## config.mk

```make
export PLATFORM = sky130hd
export DESIGN_NAME = csr_file
export DESIGN_NICKNAME = d
export VERILOG_FILES = /design/src/csr_pkg.sv /design/src/trap_pkg.sv /design/src/csr_file.sv /design/src/csr_regs.sv /design/src/cycle_counter.sv /design/src/trap_ctrl.sv
export SDC_FILE = /design/constraint.sdc
export NUM_CORES = 1
export LEC_CHECK = 0
export ABC_AREA = 0
export BUFFER_PORTS_ARGS = -buffer_cell sky130_fd_sc_hd__buf_2
export CELL_PAD_IN_SITES_DETAIL_PLACEMENT = 0
export CELL_PAD_IN_SITES_GLOBAL_PLACEMENT = 2
export CORE_UTILIZATION = 32
export DETAILED_ROUTE_END_ITERATION = 16
export PLACE_DENSITY_LB_ADDON = 0.1
export RECOVER_POWER = 25
export SLEW_MARGIN = 25
export SYNTH_ARGS = -nofsm -noshare
export SYNTH_HDL_FRONTEND = slang
export SYNTH_HIERARCHICAL = 1
export SYNTH_SLANG_ARGS = --single-unit
```

## constraint.sdc

```tcl
create_clock -name clk_i -period 2.5 [get_ports clk_i]
set_input_delay 0.125 -clock clk_i [delete_from_list [all_inputs] [get_ports clk_i]]
set_output_delay 0.125 -clock clk_i [all_outputs]
set_load 0.005 [all_outputs]
```

## src/csr_pkg.sv

```systemverilog
package csr_pkg;

    // ------------------------------------------------------------------------
    // Basic CSR types
    // ------------------------------------------------------------------------

    // 12-bit CSR address as encoded in the instruction
    typedef logic [11:0] csr_addr_t;

    // One 32-bit register word
    typedef logic [31:0] csr_word_t;

    // ------------------------------------------------------------------------
    // Machine-level CSR addresses
    // ------------------------------------------------------------------------

    // Trap setup
    localparam csr_addr_t CSR_MSTATUS   = 12'h300;
    localparam csr_addr_t CSR_MIE       = 12'h304;
    localparam csr_addr_t CSR_MTVEC     = 12'h305;

    // Trap handling
    localparam csr_addr_t CSR_MSCRATCH  = 12'h340;
    localparam csr_addr_t CSR_MEPC      = 12'h341;
    localparam csr_addr_t CSR_MCAUSE    = 12'h342;
    localparam csr_addr_t CSR_MTVAL     = 12'h343;
    localparam csr_addr_t CSR_MIP       = 12'h344;

    // Machine cycle counter, low and high words
    localparam csr_addr_t CSR_MCYCLE    = 12'hB00;
    localparam csr_addr_t CSR_MCYCLEH   = 12'hB80;

    // User read-only aliases of the cycle counter
    localparam csr_addr_t CSR_CYCLE     = 12'hC00;
    localparam csr_addr_t CSR_CYCLEH    = 12'hC80;

    // Read-only ID registers
    localparam csr_addr_t CSR_MVENDORID = 12'hF11;
    localparam csr_addr_t CSR_MARCHID   = 12'hF12;
    localparam csr_addr_t CSR_MIMPID    = 12'hF13;
    localparam csr_addr_t CSR_MHARTID   = 12'hF14;

    // ------------------------------------------------------------------------
    // Write request from the writeback stage
    // ------------------------------------------------------------------------

    // Each block decodes its own addresses out of this request
    typedef struct packed {
        logic      we;
        csr_addr_t addr;
        csr_word_t data;
    } csr_wr_t;

endpackage

```

## src/trap_pkg.sv

```systemverilog
package trap_pkg;

    // ------------------------------------------------------------------------
    // Privilege levels
    // ------------------------------------------------------------------------

    // Only user and machine mode exist on this core
    typedef enum logic [1:0] {
        PRIV_U = 2'b00,
        PRIV_M = 2'b11
    } priv_e;

    // ------------------------------------------------------------------------
    // Cause codes
    // ------------------------------------------------------------------------

    // Machine interrupt causes, also the bit positions in mie and mip
    localparam logic [3:0] IRQ_MSI = 4'd3;
    localparam logic [3:0] IRQ_MTI = 4'd7;
    localparam logic [3:0] IRQ_MEI = 4'd11;

    // One bit per exception cause that carries a trap value
    // Causes 0, 1, 4 to 7, 12, 13 and 15
    localparam logic [15:0] XCPT_TVAL_SET = 16'hB0F3;

    // ------------------------------------------------------------------------
    // mstatus layout
    // ------------------------------------------------------------------------

    typedef struct packed {
        logic [18:0] rsv_hi;
        // Previous privilege, restored on mret
        logic [1:0]  mpp;
        logic [2:0]  rsv_mid;
        // Interrupt enable saved on trap entry
        logic        mpie;
        logic [2:0]  rsv_lo;
        // Global machine interrupt enable
        logic        mie;
        logic [2:0]  rsv_0;
    } status_fields_t;

    // Writes arrive as a raw word, trap entry and mret use the fields
    typedef union packed {
        status_fields_t      f;
        csr_pkg::csr_word_t  raw;
    } status_u;

    // ------------------------------------------------------------------------
    // Exception request and trap state
    // ------------------------------------------------------------------------

    typedef struct packed {
        logic               valid;
        logic [3:0]         cause;
        csr_pkg::csr_word_t tval;
    } xcpt_t;

    // Trap registers seen by the read multiplexer
    typedef struct packed {
        priv_e              priv;
        status_u            status;
        csr_pkg::csr_word_t mepc;
        csr_pkg::csr_word_t mcause;
    } trap_state_t;

endpackage
```

## src/csr_file.sv

```systemverilog
module csr_file
#(
    parameter csr_pkg::csr_word_t HART_ID = 32'd0
)
(
    input  logic               clk_i,
    input  logic               rst_i,

    // CSR read and write
    input  csr_pkg::csr_addr_t csr_raddr_i,
    output csr_pkg::csr_word_t csr_rdata_o,
    input  csr_pkg::csr_wr_t   csr_wr_i,

    // Interrupt levels and trap outputs
    input  logic               ext_irq_i,
    input  logic               tmr_irq_i,
    input  logic               sft_irq_i,
    input  trap_pkg::xcpt_t    xcpt_i,
    input  csr_pkg::csr_word_t nxt_pc_i,
    output logic               irq_taken_o,
    output csr_pkg::csr_word_t pc_handler_o,

    // System jump
    input  logic               sys_jump_i,
    input  logic               mret_i,
    output logic               sys_jump_o,
    output csr_pkg::csr_word_t sys_jump_pc_o,

    output trap_pkg::priv_e    priv_o
);

    import csr_pkg::*;
    import trap_pkg::*;

    // ------------------------------------------------------------------------
    // Peer connections
    // ------------------------------------------------------------------------

    csr_word_t   mie_w;
    csr_word_t   mip_w;
    csr_word_t   mtvec_w;
    csr_word_t   mtval_w;
    trap_state_t trap_state_w;
    logic [63:0] cycles_w;

    cycle_counter cycle_counter_i
    (
        .clk_i    (clk_i),
        .rst_i    (rst_i),
        .csr_wr_i (csr_wr_i),
        .cycles_o (cycles_w)
    );

    csr_regs
    #(
        .HART_ID (HART_ID)
    )
    csr_regs_i
    (
        .clk_i        (clk_i),
        .rst_i        (rst_i),
        .csr_wr_i     (csr_wr_i),
        .csr_raddr_i  (csr_raddr_i),
        .ext_irq_i    (ext_irq_i),
        .tmr_irq_i    (tmr_irq_i),
        .sft_irq_i    (sft_irq_i),
        .trap_state_i (trap_state_w),
        .mtval_i      (mtval_w),
        .cycles_i     (cycles_w),
        .mie_o        (mie_w),
        .mip_o        (mip_w),
        .mtvec_o      (mtvec_w),
        .csr_rdata_o  (csr_rdata_o)
    );

    trap_ctrl trap_ctrl_i
    (
        .clk_i         (clk_i),
        .rst_i         (rst_i),
        .csr_wr_i      (csr_wr_i),
        .xcpt_i        (xcpt_i),
        .mie_i         (mie_w),
        .mip_i         (mip_w),
        .mtvec_i       (mtvec_w),
        .nxt_pc_i      (nxt_pc_i),
        .sys_jump_i    (sys_jump_i),
        .mret_i        (mret_i),
        .irq_taken_o   (irq_taken_o),
        .pc_handler_o  (pc_handler_o),
        .sys_jump_o    (sys_jump_o),
        .sys_jump_pc_o (sys_jump_pc_o),
        .trap_state_o  (trap_state_w),
        .mtval_o       (mtval_w),
        .priv_o        (priv_o)
    );

endmodule

```

## src/csr_regs.sv

```systemverilog
module csr_regs
#(
    parameter csr_pkg::csr_word_t HART_ID = 32'd0
)
(
    input  logic                 clk_i,
    input  logic                 rst_i,

    // Write request and read address
    input  csr_pkg::csr_wr_t     csr_wr_i,
    input  csr_pkg::csr_addr_t   csr_raddr_i,

    // Interrupt levels
    input  logic                 ext_irq_i,
    input  logic                 tmr_irq_i,
    input  logic                 sft_irq_i,

    // Registers kept elsewhere, for reads only
    input  trap_pkg::trap_state_t trap_state_i,
    input  csr_pkg::csr_word_t   mtval_i,
    input  logic [63:0]          cycles_i,

    // Interrupt setup towards the trap controller
    output csr_pkg::csr_word_t   mie_o,
    output csr_pkg::csr_word_t   mip_o,
    output csr_pkg::csr_word_t   mtvec_o,

    output csr_pkg::csr_word_t   csr_rdata_o
);

    import csr_pkg::*;

    csr_word_t mie_q;
    csr_word_t mip_q;
    csr_word_t mtvec_q;
    csr_word_t mscratch_q;

    // Raw lines placed at their mip bit positions
    csr_word_t irq_lines;

    // ------------------------------------------------------------------------
    // Writable registers
    // ------------------------------------------------------------------------

    always_ff @(posedge clk_i)
    begin
        if (rst_i)
        begin
            mie_q      <= '0;
            mtvec_q    <= '0;
            mscratch_q <= '0;
        end
        else if (csr_wr_i.we)
        begin
            case (csr_wr_i.addr)
                CSR_MIE:      mie_q      <= csr_wr_i.data;
                CSR_MTVEC:    mtvec_q    <= csr_wr_i.data;
                CSR_MSCRATCH: mscratch_q <= csr_wr_i.data;
                default:      ;
            endcase
        end
    end

    // External on bit 11, timer on bit 7, software on bit 3
    assign irq_lines = {20'd0, ext_irq_i, 3'd0, tmr_irq_i, 3'd0, sft_irq_i, 3'd0};

    // mip follows the enabled lines with one cycle of latency
    always_ff @(posedge clk_i)
    begin
        if (rst_i)
        begin
            mip_q <= '0;
        end
        else
        begin
            mip_q <= irq_lines & mie_q;
        end
    end

    assign mie_o   = mie_q;
    assign mip_o   = mip_q;
    assign mtvec_o = mtvec_q;

    // ------------------------------------------------------------------------
    // Read multiplexer
    // ------------------------------------------------------------------------

    // Combinational, unknown addresses read zero
    always_comb
    begin
        case (csr_raddr_i)
            CSR_MSTATUS:   csr_rdata_o = trap_state_i.status.raw;
            CSR_MIE:       csr_rdata_o = mie_q;
            CSR_MTVEC:     csr_rdata_o = mtvec_q;
            CSR_MSCRATCH:  csr_rdata_o = mscratch_q;
            CSR_MEPC:      csr_rdata_o = trap_state_i.mepc;
            CSR_MCAUSE:    csr_rdata_o = trap_state_i.mcause;
            CSR_MTVAL:     csr_rdata_o = mtval_i;
            CSR_MIP:       csr_rdata_o = mip_q;
            // User aliases read the same counter
            CSR_MCYCLE,
            CSR_CYCLE:     csr_rdata_o = cycles_i[31:0];
            CSR_MCYCLEH,
            CSR_CYCLEH:    csr_rdata_o = cycles_i[63:32];
            // Non-commercial core, vendor and implementation IDs are zero
            CSR_MVENDORID: csr_rdata_o = '0;
            CSR_MARCHID:   csr_rdata_o = '0;
            CSR_MIMPID:    csr_rdata_o = '0;
            CSR_MHARTID:   csr_rdata_o = HART_ID;
            default:       csr_rdata_o = '0;
        endcase
    end

endmodule

```

## src/cycle_counter.sv

```systemverilog
module cycle_counter
(
    input  logic             clk_i,
    input  logic             rst_i,
    input  csr_pkg::csr_wr_t csr_wr_i,
    output logic [63:0]      cycles_o
);

    import csr_pkg::*;

    logic [63:0] count_q;

    // Only the machine addresses are writable
    // cycle and cycleh are read aliases and ignore writes
    logic wr_lo;
    logic wr_hi;

    assign wr_lo = csr_wr_i.we && (csr_wr_i.addr == CSR_MCYCLE);
    assign wr_hi = csr_wr_i.we && (csr_wr_i.addr == CSR_MCYCLEH);

    // ------------------------------------------------------------------------
    // Counter
    // ------------------------------------------------------------------------

    // A written word holds for one cycle before counting resumes
    always_ff @(posedge clk_i)
    begin
        if (rst_i)
        begin
            count_q <= 64'd0;
        end
        else if (wr_lo)
        begin
            count_q[31:0] <= csr_wr_i.data;
        end
        else if (wr_hi)
        begin
            count_q[63:32] <= csr_wr_i.data;
        end
        else
        begin
            count_q <= count_q + 64'd1;
        end
    end

    assign cycles_o = count_q;

endmodule

```

## src/trap_ctrl.sv

```systemverilog
module trap_ctrl
(
    input  logic                  clk_i,
    input  logic                  rst_i,
    input  csr_pkg::csr_wr_t      csr_wr_i,

    // Exception request from the pipeline
    input  trap_pkg::xcpt_t       xcpt_i,

    // Interrupt setup from the register block
    input  csr_pkg::csr_word_t    mie_i,
    input  csr_pkg::csr_word_t    mip_i,
    input  csr_pkg::csr_word_t    mtvec_i,

    // Return PC saved on trap entry
    input  csr_pkg::csr_word_t    nxt_pc_i,

    // System jump strobe, mret_i qualifies it
    input  logic                  sys_jump_i,
    input  logic                  mret_i,

    output logic                  irq_taken_o,
    output csr_pkg::csr_word_t    pc_handler_o,
    output logic                  sys_jump_o,
    output csr_pkg::csr_word_t    sys_jump_pc_o,
    output trap_pkg::trap_state_t trap_state_o,
    output csr_pkg::csr_word_t    mtval_o,
    output trap_pkg::priv_e       priv_o
);

    import csr_pkg::*;
    import trap_pkg::*;

    status_u   status_q;
    csr_word_t mepc_q;
    csr_word_t mcause_q;
    csr_word_t mtval_q;
    priv_e     priv_q;

    // Trap decision for this cycle
    logic      trap_take;
    logic      trap_is_irq;
    logic [3:0] trap_cause;
    csr_word_t irq_pend;
    csr_word_t mcause_d;
    csr_word_t tvec_base;
    logic      do_mret;

    // ------------------------------------------------------------------------
    // Trap selection
    // ------------------------------------------------------------------------

    // Mask again so a cleared enable acts before mip catches up
    assign irq_pend = mip_i & mie_i;

    always_comb
    begin
        trap_take   = 1'b0;
        trap_is_irq = 1'b0;
        trap_cause  = 4'd0;
        if (xcpt_i.valid)
        begin
            // Exceptions are taken in any mode
            trap_take  = 1'b1;
            trap_cause = xcpt_i.cause;
        end
        else if ((priv_q == PRIV_M) && status_q.f.mie)
        begin
            // Fixed priority, external then timer then software
            if (irq_pend[IRQ_MEI])
            begin
                trap_take   = 1'b1;
                trap_is_irq = 1'b1;
                trap_cause  = IRQ_MEI;
            end
            else if (irq_pend[IRQ_MTI])
            begin
                trap_take   = 1'b1;
                trap_is_irq = 1'b1;
                trap_cause  = IRQ_MTI;
            end
            else if (irq_pend[IRQ_MSI])
            begin
                trap_take   = 1'b1;
                trap_is_irq = 1'b1;
                trap_cause  = IRQ_MSI;
            end
        end
    end

    // Interrupt flag in bit 31, code in the low bits
    assign mcause_d = {trap_is_irq, 27'd0, trap_cause};

    // Handler address, vectored mode only offsets interrupts
    assign tvec_base = {mtvec_i[31:2], 2'b00};

    always_comb
    begin
        if (trap_is_irq && (mtvec_i[1:0] == 2'b01))
        begin
            pc_handler_o = tvec_base + {26'd0, trap_cause, 2'b00};
        end
        else
        begin
            pc_handler_o = tvec_base;
        end
    end

    assign do_mret = sys_jump_i && mret_i;

    // ------------------------------------------------------------------------
    // Trap registers
    // ------------------------------------------------------------------------

    // Order at an edge is trap entry, then mret, then CSR write
    always_ff @(posedge clk_i)
    begin
        if (rst_i)
        begin
            // MPP machine and MIE set
            status_q.raw <= 32'h0000_1808;
        end
        else if (trap_take)
        begin
            status_q.f.mpie <= status_q.f.mie;
            status_q.f.mie  <= 1'b0;
            status_q.f.mpp  <= priv_q;
        end
        else if (do_mret)
        begin
            status_q.f.mie  <= status_q.f.mpie;
            status_q.f.mpie <= 1'b1;
        end
        else if (csr_wr_i.we && (csr_wr_i.addr == CSR_MSTATUS))
        begin
            status_q.raw <= csr_wr_i.data;
        end
    end

    always_ff @(posedge clk_i)
    begin
        if (rst_i)
        begin
            mepc_q   <= '0;
            mcause_q <= '0;
            mtval_q  <= '0;
        end
        else if (trap_take)
        begin
            mepc_q   <= nxt_pc_i;
            mcause_q <= mcause_d;
            // Only some exceptions carry a trap value
            if (xcpt_i.valid && XCPT_TVAL_SET[xcpt_i.cause])
            begin
                mtval_q <= xcpt_i.tval;
            end
        end
        else if (csr_wr_i.we && !do_mret)
        begin
            case (csr_wr_i.addr)
                CSR_MEPC:   mepc_q   <= csr_wr_i.data;
                CSR_MCAUSE: mcause_q <= csr_wr_i.data;
                CSR_MTVAL:  mtval_q  <= csr_wr_i.data;
                default:    ;
            endcase
        end
    end

    // Privilege, MPP values other than user return to machine
    always_ff @(posedge clk_i)
    begin
        if (rst_i)
        begin
            priv_q <= PRIV_M;
        end
        else if (trap_take)
        begin
            priv_q <= PRIV_M;
        end
        else if (do_mret)
        begin
            priv_q <= (status_q.f.mpp == PRIV_U) ? PRIV_U : PRIV_M;
        end
    end

    // ------------------------------------------------------------------------
    // Outputs
    // ------------------------------------------------------------------------

    always_comb
    begin
        trap_state_o.priv   = priv_q;
        trap_state_o.status = status_q;
        trap_state_o.mepc   = mepc_q;
        trap_state_o.mcause = mcause_q;
    end

    assign irq_taken_o   = trap_take;
    assign sys_jump_o    = sys_jump_i;
    assign sys_jump_pc_o = mepc_q;
    assign mtval_o       = mtval_q;
    assign priv_o        = priv_q;

endmodule

```

Word level (Yosys, flattened, before mapping). Memory sizes are Yosys's and may differ from the RTL's. Index checks and enable logic that the tools add are counted.

Logic and storage cells: 111. ROM bits: 16. Bits of input ports: 133. Memories kept: 1. Register bits: 322.

Memory list: (no name shown) (depth 16, bits a word 1, read ports 1, clocked after memory_dff 0, write ports 0, RTL line trap_ctrl.sv:153) `if (xcpt_i.valid && XCPT_TVAL_SET[xcpt_i.cause])`.

Reductions and logical operators: 28. $add $sub $neg: 2. $lt $le $gt $ge: 1. Eq/ne operators: 26. Multiplexer cells: 35. Bitwise logic cells: 4.

Operators with widths (number): 32-bit 2-to-1 mux (14); 32-bit case mux with 10 select lines (1); 12-bit by 10-bit equality test with 1-bit output, second input constant (15); 12-bit equality test, second input constant (6); 64-bit by 1-bit adder with 64-bit output, second input constant (1); 32-bit by 6-bit adder with 32-bit output (1); 12-bit by 32-bit AND with 32-bit output (1); 4-bit 2-to-1 mux (4); 2-bit AND reduction (7); 13-bit 2-to-1 mux (1); 12-bit AND (1); 1-bit 2-to-1 mux (11); 2-bit nonzero test (5); 1-bit logical AND (8); 2-bit 2-to-1 mux (3); 3-bit AND reduction (2); 2-bit OR reduction (3); 4-bit by 5-bit < comparator with 1-bit output, second input constant (1); 5-bit 2-to-1 mux (1); 2-bit by 1-bit != test with 1-bit output, second input constant (2); 3-bit nonzero test (1); 2-bit by 1-bit equality test with 1-bit output, second input constant (1); 2-bit equality test, second input constant (1); 2-bit zero test (1); other kinds (3) (4).

Logic depth before layout (Yosys ltp). Gate-level depths: netlist of run 1.

Word-level depth: 8. Gate-level depth with buffers: 13. Gate-level depth less buffers: 11.

Cells and area by module. The synthesis of run 1 kept the hierarchy.

By module, submodules not included: trap_ctrl (seq. area each 2582.5 µm², cells an instance 932, instances 1, area each 7439.6 µm²); csr_regs (seq. area each 1981.9 µm², cells an instance 705, instances 1, area each 6251.0 µm²); cycle_counter (seq. area each 1281.2 µm², cells an instance 537, instances 1, area each 4152.7 µm²).

Least setup slack after synthesis of run 1. No wires, ideal clock.

Path kind: reg2out. Start: register trap_ctrl_i.priv_q[0], in the netlist trap_ctrl_i/priv_o[0]. End: output port pc_handler_o[12]. Arrival time: 2516 ps. Cell stages (with the launch flop): 13. Setup slack: -141 ps. Path through: dfxtp_1 nand3b_4 nor2_1 a21oi_1 inv_1 ha_1 inv_1 fa_1 nand2b_1 a211oi_1 clkbuf_1 nand4_1 xnor2_1.

Longest elaborated chain between the ends: 6. Elaborated cells on any way between the ends: 9. Classes of those cells: add/sub (1); eq/ne (1); mux (5); reduce/logical (2).

Ends and longest elaborated chain: start, declared (RTL line trap_ctrl.sv:38) `priv_e priv_q;`; start signal, assigned (RTL line trap_ctrl.sv:182) `priv_q <= (status_q.f.mpp == PRIV_U) ? PRIV_U : PRIV_M;`; 2-bit equality test (*) (RTL line trap_ctrl.sv:67) `else if ((priv_q == PRIV_M) && status_q.f.mie)`; 1-bit logical AND (*) (RTL line trap_ctrl.sv:67); 4-bit 2-to-1 mux / 1-bit 2-to-1 mux (equally long branches) (RTL line trap_ctrl.sv:67); 4-bit 2-to-1 mux / 1-bit 2-to-1 mux (equally long branches) (RTL line trap_ctrl.sv:61) `if (xcpt_i.valid)`; 32-bit by 6-bit adder with 32-bit output / 1-bit logical AND (equally long branches) (RTL line trap_ctrl.sv:101, trap_ctrl.sv:99); 32-bit 2-to-1 mux (*) (RTL line trap_ctrl.sv:99) `if (trap_is_irq && (mtvec_i[1:0] == 2'b01))`; end, declared (RTL line csr_file.sv:21) `output csr_pkg::csr_word_t pc_handler_o,`.

Mark *: on every way between the ends. The rest lies on a longest branch, timed or not.

Worst setup path in the final report of run 1.
Start: register csr_regs_i.mie_q[11], in the netlist csr_regs_i/mie_o[11]. End: output port pc_handler_o[11].

Longest elaborated chain between the ends: 6. Elaborated cells on any way between the ends: 10. Classes of those cells: add/sub (1); mux (7); bitwise (1); reduce/logical (1).

Ends and longest elaborated chain: start, declared (RTL line csr_regs.sv:33) `csr_word_t mie_q;`; start signal, assigned (RTL line csr_regs.sv:56) `CSR_MIE: mie_q <= csr_wr_i.data;`; 12-bit AND (*) (RTL line trap_ctrl.sv:54) `assign irq_pend = mip_i & mie_i;`; 4-bit 2-to-1 mux / 1-bit 2-to-1 mux (equally long branches) (RTL line trap_ctrl.sv:70) `if (irq_pend[IRQ_MEI])`; 4-bit 2-to-1 mux / 1-bit 2-to-1 mux (equally long branches) (RTL line trap_ctrl.sv:67); 4-bit 2-to-1 mux / 1-bit 2-to-1 mux (equally long branches) (RTL line trap_ctrl.sv:61); 32-bit by 6-bit adder with 32-bit output / 1-bit logical AND (equally long branches) (RTL line trap_ctrl.sv:101, trap_ctrl.sv:99); 32-bit 2-to-1 mux (*) (RTL line trap_ctrl.sv:99).

Marks and branches as above.

==> impl_metrics.py, run 1 <==
metrics = {
    "run_status": {
        "run_status": "finished, violations left",
        "failed_checks": "capacitance limit, slew limit, setup timing",
    },
    "placement": {
        "gp_routability_congestion": 0.899,
        "port_buffers": 230,
        "place.detailed.hpwl_mm": 61.6,
        "placedInstanceArea_um2": 20100,
        "dp_cells": 3018,
    },
    "routing": {
        "met3WireLength_mm": 6.21,
        "drcViolationCount": 0,
        "maxUsedRoutingLayer": "met4",
        "avgViaCountPerCell": 5.93,
        "via_count_of_the_routed_design": 18800,
        "amount_of_wire_on_met2_after_detailed_routing_mm": 40.2,
        "wirelength_met1_mm": 37.7,
        "drt_pre_antenna_iters": 5,
        "wire_per_inst_um": 27.6,
        "count_of_antenna_violating_nets_left_after_detailed_routing": 0,
        "first_iter_violations": 1810,
        "drt_wl_total_mm": 87.6,
    },
    "layout": {
        "post-route-cell-area_um2": 22300,
        "multiInputGateArea_um2": 10900,
        "num_antenna_cells": 0,
        "instances_no_fill": 3176,
        "fraction_of_final_layout_cells_sized_beyond_drive_strength_1": 0.218,
        "final_common_cell": "sky130_fd_sc_hd__dfxtp_1",
        "num-fill-cells": 5554,
        "mostFrequentLayoutCells": "sky130_fd_sc_hd__dfxtp_1 (288), sky130_fd_sc_hd__buf_2 (214), sky130_fd_sc_hd__nor2_1 (203)",
        "sequential_cell_area_um2": 5850,
        "layout-area-overhead-vs-synth_pct": 26.7,
        "fin_nets": 2593,
    },
    "flow_run": {
        "max-cap-violations": 1,
    },
    "pwr": {
        "switchingPower_uw": 3190,
        "irDropWorstVdd_v": 0.000402,
        "comb_power_share": 0.110,
        "cellInternalPower_uw": 8440,
        "sw_ratio": 0.274,
        "power.density_nw_per_um2": 521,
        "clock_power_share": 0.474,
        "power_leakage_uw": 0.00887,
        "power.share.sequential": 0.416,
    },
    "cts": {
        "clkSinkCount": 292,
        "insertion_delay_of_the_later_clocked_pin_in_the_worst_skew_pair_ns": 0.57,
        "tritoncts.num_buffers": 38,
        "max-clock-path-buffers": 3,
        "cts.root.buffer_cell": "sky130_fd_sc_hd__clkbuf_16",
        "h-tree-depth": 2,
        "path_clk_slew_ns": 0.06,
        "tritoncts": "built",
    },
    "critical_path": {
        "timing.rr.end": "cycle_counter_i/cycles_o[60]",
        "crit_path_kind": "flip-flop to primary output",
        "critical_path_required_ns": 2.38,
        "worst_setup_path_endpoint": "pc_handler_o[11]",
        "startpoint": "csr_regs_i/mie_o[11]",
        "slowest_stage": "sky130_fd_sc_hd__a211o_4",
        "worstPathCellList": "a222oi_1 -> buf_4 -> nor2_4 -> a21oi_2 -> inv_2 -> ha_4 -> buf_6 -> a211o_4 -> a21o_4 -> and3_4 -> xor2_1 -> buf_2",
        "critical_path.startpoint_type": "flip-flop",
        "timing.critical_path.slowest_cell_delay_ns": 0.36,
        "timing.critical_path.depth": 12,
        "cpLargestDelayFamily": "compound AO/OA/AOI/OAI gates",
        "r2r_cells": 8,
        "crit_path_end_kind": "primary output",
        "critical_path.reg2reg.startpoint": "cycle_counter_i/cycles_o[1]",
        "critical_path_arrival_ns": 2.97,
        "crit_buf_inv": 4,
        "crit_path_max_fanout": 5,
        "reg2reg_setup_slack_ns": 0.15,
    },
    "global_route": {
        "track_usage": 0.304,
        "total_global_routing_overflow": 0,
        "initial_antenna_violation_count": 1,
        "grt_pass1_vias": 17800,
        "grt_max_degree": 97,
        "grt_first_pass_wirelength_mm": 125,
    },
    "timing": {
        "timing.final.crit_period_ns": 3.09,
        "max_clock_freq_ghz": 0.323,
        "fin_clk_skew_ns": 0.0220,
        "tightest_slew_ns": 1.73,
        "timing.final.setup_violations": 118,
        "drv_slew": 70,
        "maxSlewHeadroom": -0.156,
        "report.final.hold_viol_count": 0,
        "rsz0062_at_grt": "true",
        "final.setup.worst_slack_ns": -0.594,
        "post_route_fraction_of_the_period_consumed_by_the_critical_path": 1.24,
    },
    "yosys": {
        "synth_warnings": 6,
        "syn_inst": 2142,
        "syn_avg_cell_area_um2": 8.22,
        "synthesis.area_um2": 17600,
    },
    "floorplanning": {
        "fp.dieH_um": 237,
        "io-pin-count": 233,
        "design.core.area_um2": 54100,
        "die_width_um": 237,
        "initial_utilization": 0.325,
        "design.die.area_um2": 56000,
        "num_rows": 85,
    },
    "min_path": {
        "hold_class": "input pin to flip-flop",
    },
}
==> metrics by stage <==
stage | utilization | power (uW) | hold WS, ns | setup WS [ns] | setup TNS, ns
after CTS | 0.412 | 11700 | 0.00239 | -0.639 | -15.56
after global placement | 0.372 | 6080 | 0.373 | -0.0945 | -0.850
after detailed placement | 0.372 | 6090 | 0.371 | -0.167 | -2.27
final | 0.412 | 11600 | 0.0236 | -0.594 | -26.59
after global routing | 0.412 | 12000 | 0.0170 | -0.724 | -42.04
after floorplan | - | 5460 | 0.246 | -0.0229 | -0.0728
==> power groups by stage <==
stage,registers (uW),logic (uW),clock network [uW]
CTS,4830,1270,5630
floorplan,4890,575,0
global placement,4930,1150,0
global route,4840,1350,5810
detailed placement,4930,1160,0
finish,4830,1280,5510
==> tightest hold or removal path, cell delays in order <==
cell                      delay, ns
sky130_fd_sc_hd__buf_2         0.23
sky130_fd_sc_hd__nand2_1       0.10
sky130_fd_sc_hd__a21oi_1       0.06
==> metal layers <==
| layer | up-vias | track usage |
|---|---|---|
| li1 | 8663 | - |
| met1 | 9296 | 0.400 |
| met2 | 736 | 0.484 |
| met3 | 145 | 0.0596 |
| met4 | 0 | 0.123 |
| met5 | - | 0 |
==> repair_timing <==
item | in CTS | in global routing
buffers inserted | 11 | 2
hold buffers | 78 | 0
gates cloned | 2 | 0
pin swaps | 14 | 9
endpoints found under the hold margin | 85 | 0
setup endpoints to repair | 31 | 33
resized for setup | 26 | 9
==> flip-flops by register name, summed over array words and instances, names as in the netlist, 3 cells and up <==
name / cells
trap_ctrl_i/mcause_q: 32
trap_ctrl_i/status_q: 32
csr_regs_i/mtvec_o: 32
csr_regs_i/mip_o: 3
trap_ctrl_i/sys_jump_pc_o: 32
csr_regs_i/mie_o: 32
csr_regs_i/mscratch_q: 32
cycle_counter_i/cycles_o: 64
trap_ctrl_i/mtval_o: 32
==> layout make-up <==
| class | count | area share |
|---|---|---|
| clock inverter | 10 | 0.00533 |
| multi-input combinational | 1614 | 0.487 |
| tap | 696 | 0.0390 |
| timing repair buffer | 493 | 0.155 |
| inverter | 15 | 0.00252 |
| clock buffer | 56 | 0.0493 |
| sequential | 292 | 0.262 |
==> how the worst min path moves through the flow <==
stage	from	endpoint	slack, ns	depth (start not counted)
after floorplan	sft_irq_i	csr_regs_i/mip_o[3]	0.25	2
after detailed placement	sft_irq_i	csr_regs_i/mip_o[3]	0.37	3
after CTS	csr_wr_i[5]	trap_ctrl_i/mcause_q[5]	0.002	3
after global routing	csr_wr_i[0]	trap_ctrl_i/status_q[0]	0.02	3
after global placement	sft_irq_i	csr_regs_i/mip_o[3]	0.37	3
final	csr_wr_i[29]	trap_ctrl_i/mcause_q[29]	0.02	3
No activity file was read; power rests on OpenSTA's default activity.
==> run 2, diff against run 1 <==
CELL_PAD_IN_SITES_DETAIL_PLACEMENT = default   (was 0)
CELL_PAD_IN_SITES_GLOBAL_PLACEMENT = default   (was 2)
CORE_UTILIZATION = 53   (was 32)
PLACE_DENSITY = 0.77   (was default)
PLACE_DENSITY_LB_ADDON = default   (was 0.1)
==> run 2 against run 1 <==
Against the previous run: the run still ends with capacitance limit, slew limit, setup timing left; worst hold slack got worse by 0.022 ns; maximum frequency decreased by 1.1%; sequential cell count unchanged; register-to-register slack got worse by 0.13 ns; utilization increased by 24 points; clock skew decreased by 0.011 ns; clock power decreased by 7.1%; count of clock-buffer cells in the layout unchanged; via count increased by 3.9%.
==> impl_metrics.py, run 2 (synthesis gave the netlist of run 1 again) <==
metrics = {
    "run_status": {
        "run_status": "finished, violations left",
        "failed_checks": "capacitance limit, slew limit, setup timing",
    },
    "routing": {
        "avgViaCountPerCell": 6.85,
        "count_of_antenna_violating_nets_left_after_detailed_routing": 0,
        "via_count_of_the_routed_design": 19600,
        "first_iter_violations": 2833,
        "maxUsedRoutingLayer": "met4",
        "amount_of_wire_on_met2_after_detailed_routing_mm": 32.6,
        "drcViolationCount": 0,
        "drt_wl_total_mm": 76.0,
        "drt_pre_antenna_iters": 7,
        "wirelength_met1_mm": 29.4,
        "wire_per_inst_um": 26.6,
        "met3WireLength_mm": 8.99,
    },
    "layout": {
        "sequential_cell_area_um2": 5850,
        "postLayoutCoreUtil": 0.656,
        "fraction_of_final_layout_cells_sized_beyond_drive_strength_1": 0.205,
        "mostFrequentLayoutCells": "sky130_fd_sc_hd__dfxtp_1 (289), sky130_fd_sc_hd__nor2_1 (203), sky130_fd_sc_hd__buf_2 (202)",
        "post-route-cell-area_um2": 21400,
        "instances_no_fill": 2858,
        "largest_reg_flops": 64,
        "fin_nets": 2528,
        "multiInputGateArea_um2": 10900,
        "num-fill-cells": 2786,
        "layout-area-overhead-vs-synth_pct": 21.5,
        "final_common_cell": "sky130_fd_sc_hd__dfxtp_1",
    },
    "pwr": {
        "power_leakage_uw": 0.00856,
        "sw_ratio": 0.268,
        "cellInternalPower_uw": 8140,
        "fin_total_pwr_uw": 11100,
        "clock_power_share": 0.461,
        "power.share.sequential": 0.433,
        "switchingPower_uw": 2980,
        "irDropWorstVdd_v": 0.000434,
        "comb_power_share": 0.106,
        "power.density_nw_per_um2": 520,
    },
    "timing": {
        "drv_slew": 74,
        "final.setup.worst_slack_ns": -0.630,
        "max_clock_freq_ghz": 0.319,
        "timing.final.setup_violations": 30,
        "tightest_slew_ns": 1.70,
        "rsz0062_at_grt": "true",
        "maxSlewHeadroom": -0.133,
        "timing.final.crit_period_ns": 3.13,
        "fin_clk_skew_ns": 0.0109,
        "report.final.hold_viol_count": 0,
        "post_route_fraction_of_the_period_consumed_by_the_critical_path": 1.25,
    },
    "floorplanning": {
        "initial_utilization": 0.540,
        "design.core.area_um2": 32600,
        "die_width_um": 184,
        "fp.dieH_um": 184,
        "io-pin-count": 233,
        "design.die.area_um2": 34000,
        "num_rows": 66,
    },
    "placement": {
        "gp_routability_congestion": 1.08,
        "port_buffers": 230,
        "dp_cells": 2738,
        "placedInstanceArea_um2": 19600,
        "place.detailed.hpwl_mm": 51.9,
    },
    "flow_run": {
        "max-cap-violations": 1,
    },
    "critical_path": {
        "crit_path_end_kind": "primary output",
        "critical_path.startpoint_type": "flip-flop",
        "critical_path_arrival_ns": 3.01,
        "crit_path_max_fanout": 7,
        "critical_path_required_ns": 2.38,
        "crit_path_kind": "flip-flop to primary output",
    },
    "cts": {
        "tritoncts.num_buffers": 35,
        "h-tree-depth": 2,
        "path_clk_slew_ns": 0.06,
        "clkSinkCount": 292,
        "tritoncts": "built",
        "insertion_delay_of_the_later_clocked_pin_in_the_worst_skew_pair_ns": 0.52,
        "max-clock-path-buffers": 3,
        "cts.root.buffer_cell": "sky130_fd_sc_hd__clkbuf_16",
    },
    "global_route": {
        "grt_max_degree": 74,
        "grt_first_pass_wirelength_mm": 112,
        "track_usage": 0.438,
        "initial_antenna_violation_count": 1,
        "grt_pass1_vias": 18000,
        "total_global_routing_overflow": 0,
    },
    "min_path": {
        "hold_class": "input pin to flip-flop",
    },
}
-- run 2: cell types whose count changed in the layout (fill, tap and decap cells not counted), moves of 11 or more --
cell	delta
sky130_fd_sc_hd__dlygate4sd3_1	-32
sky130_fd_sc_hd__clkbuf_1	+11
sky130_fd_sc_hd__buf_2	-12
sky130_fd_sc_hd__buf_4	-33
-- run 2: final cells by class --
type	count	share of cell area
diodes	1	0.000117
clock buffers	56	0.0494
clock inverters	7	0.00369
inverters	15	0.00281
multi-input cells	1613	0.508
flip-flops and latches	292	0.273
well taps	442	0.0259
repair buffers	431	0.137
repair inverters	1	0.000234
-- run 2: routing by layer --
layer,vias to the layer above,track usage
li1,8517,-
met1,9326,0.570
met2,1435,0.657
met3,303,0.102
met4,0,0.264
met5,-,0
-- run 2: path summary, 6_finish.rpt --
kind,startpoint,cells after the start,slack [ns],endpoint
max,csr_regs_i/mip_o[11],12,-0.63,pc_handler_o[17]
min,xcpt_i[3],3,0.001,trap_ctrl_i/mtval_o[3]
max reg2reg,csr_regs_i/mip_o[11],6,0.02,trap_ctrl_i/status_q[23]
min reg2reg,trap_ctrl_i/mcause_q[5],2,0.45,trap_ctrl_i/mcause_q[5]
-- run 2: critical path, cell delays in order, from the launching register on --
cell and delay [ns]:
sky130_fd_sc_hd__dfxtp_2 0.32, sky130_fd_sc_hd__a222oi_1 0.39, sky130_fd_sc_hd__buf_4 0.19, sky130_fd_sc_hd__nor2_4 0.04, sky130_fd_sc_hd__a21oi_2 0.13, sky130_fd_sc_hd__inv_1 0.09, sky130_fd_sc_hd__ha_4 0.22, sky130_fd_sc_hd__a211o_1 0.31
sky130_fd_sc_hd__a21o_1 0.25, sky130_fd_sc_hd__buf_12 0.16, sky130_fd_sc_hd__nand4_1 0.12, sky130_fd_sc_hd__xnor2_1 0.14, sky130_fd_sc_hd__buf_2 0.14
-- run 2: stage by stage --
stage               hold slack, ns  setup slack (ns)  TNS (ns)
finish                     0.00112            -0.630    -15.22
global route               0.00560            -0.722    -18.21
CTS                       0.000123            -0.542    -12.02
detailed placement           0.367            -0.138     -1.23
global placement             0.368           0.00818         0
floorplan                    0.246           -0.0229   -0.0728
-- run 2: power groups by stage --
stage	registers (uW)	logic [uW]	clock network (uW)
finish	4820	1180	5120
global route	4830	1210	5310
CTS	4820	1130	5110
detailed placement	4920	1060	0
global placement	4920	1040	0
floorplan	4890	575	0
-- run 2: repair_timing --
action / CTS / global route
setup endpoints to repair: 30 / 42
buffers inserted: 7 / 4
hold endpoints to repair: 46 / 0
hold buffers: 46 / 0
pin swaps: 19 / 22
gates resized for setup: 27 / 16
cloned: 2 / 0
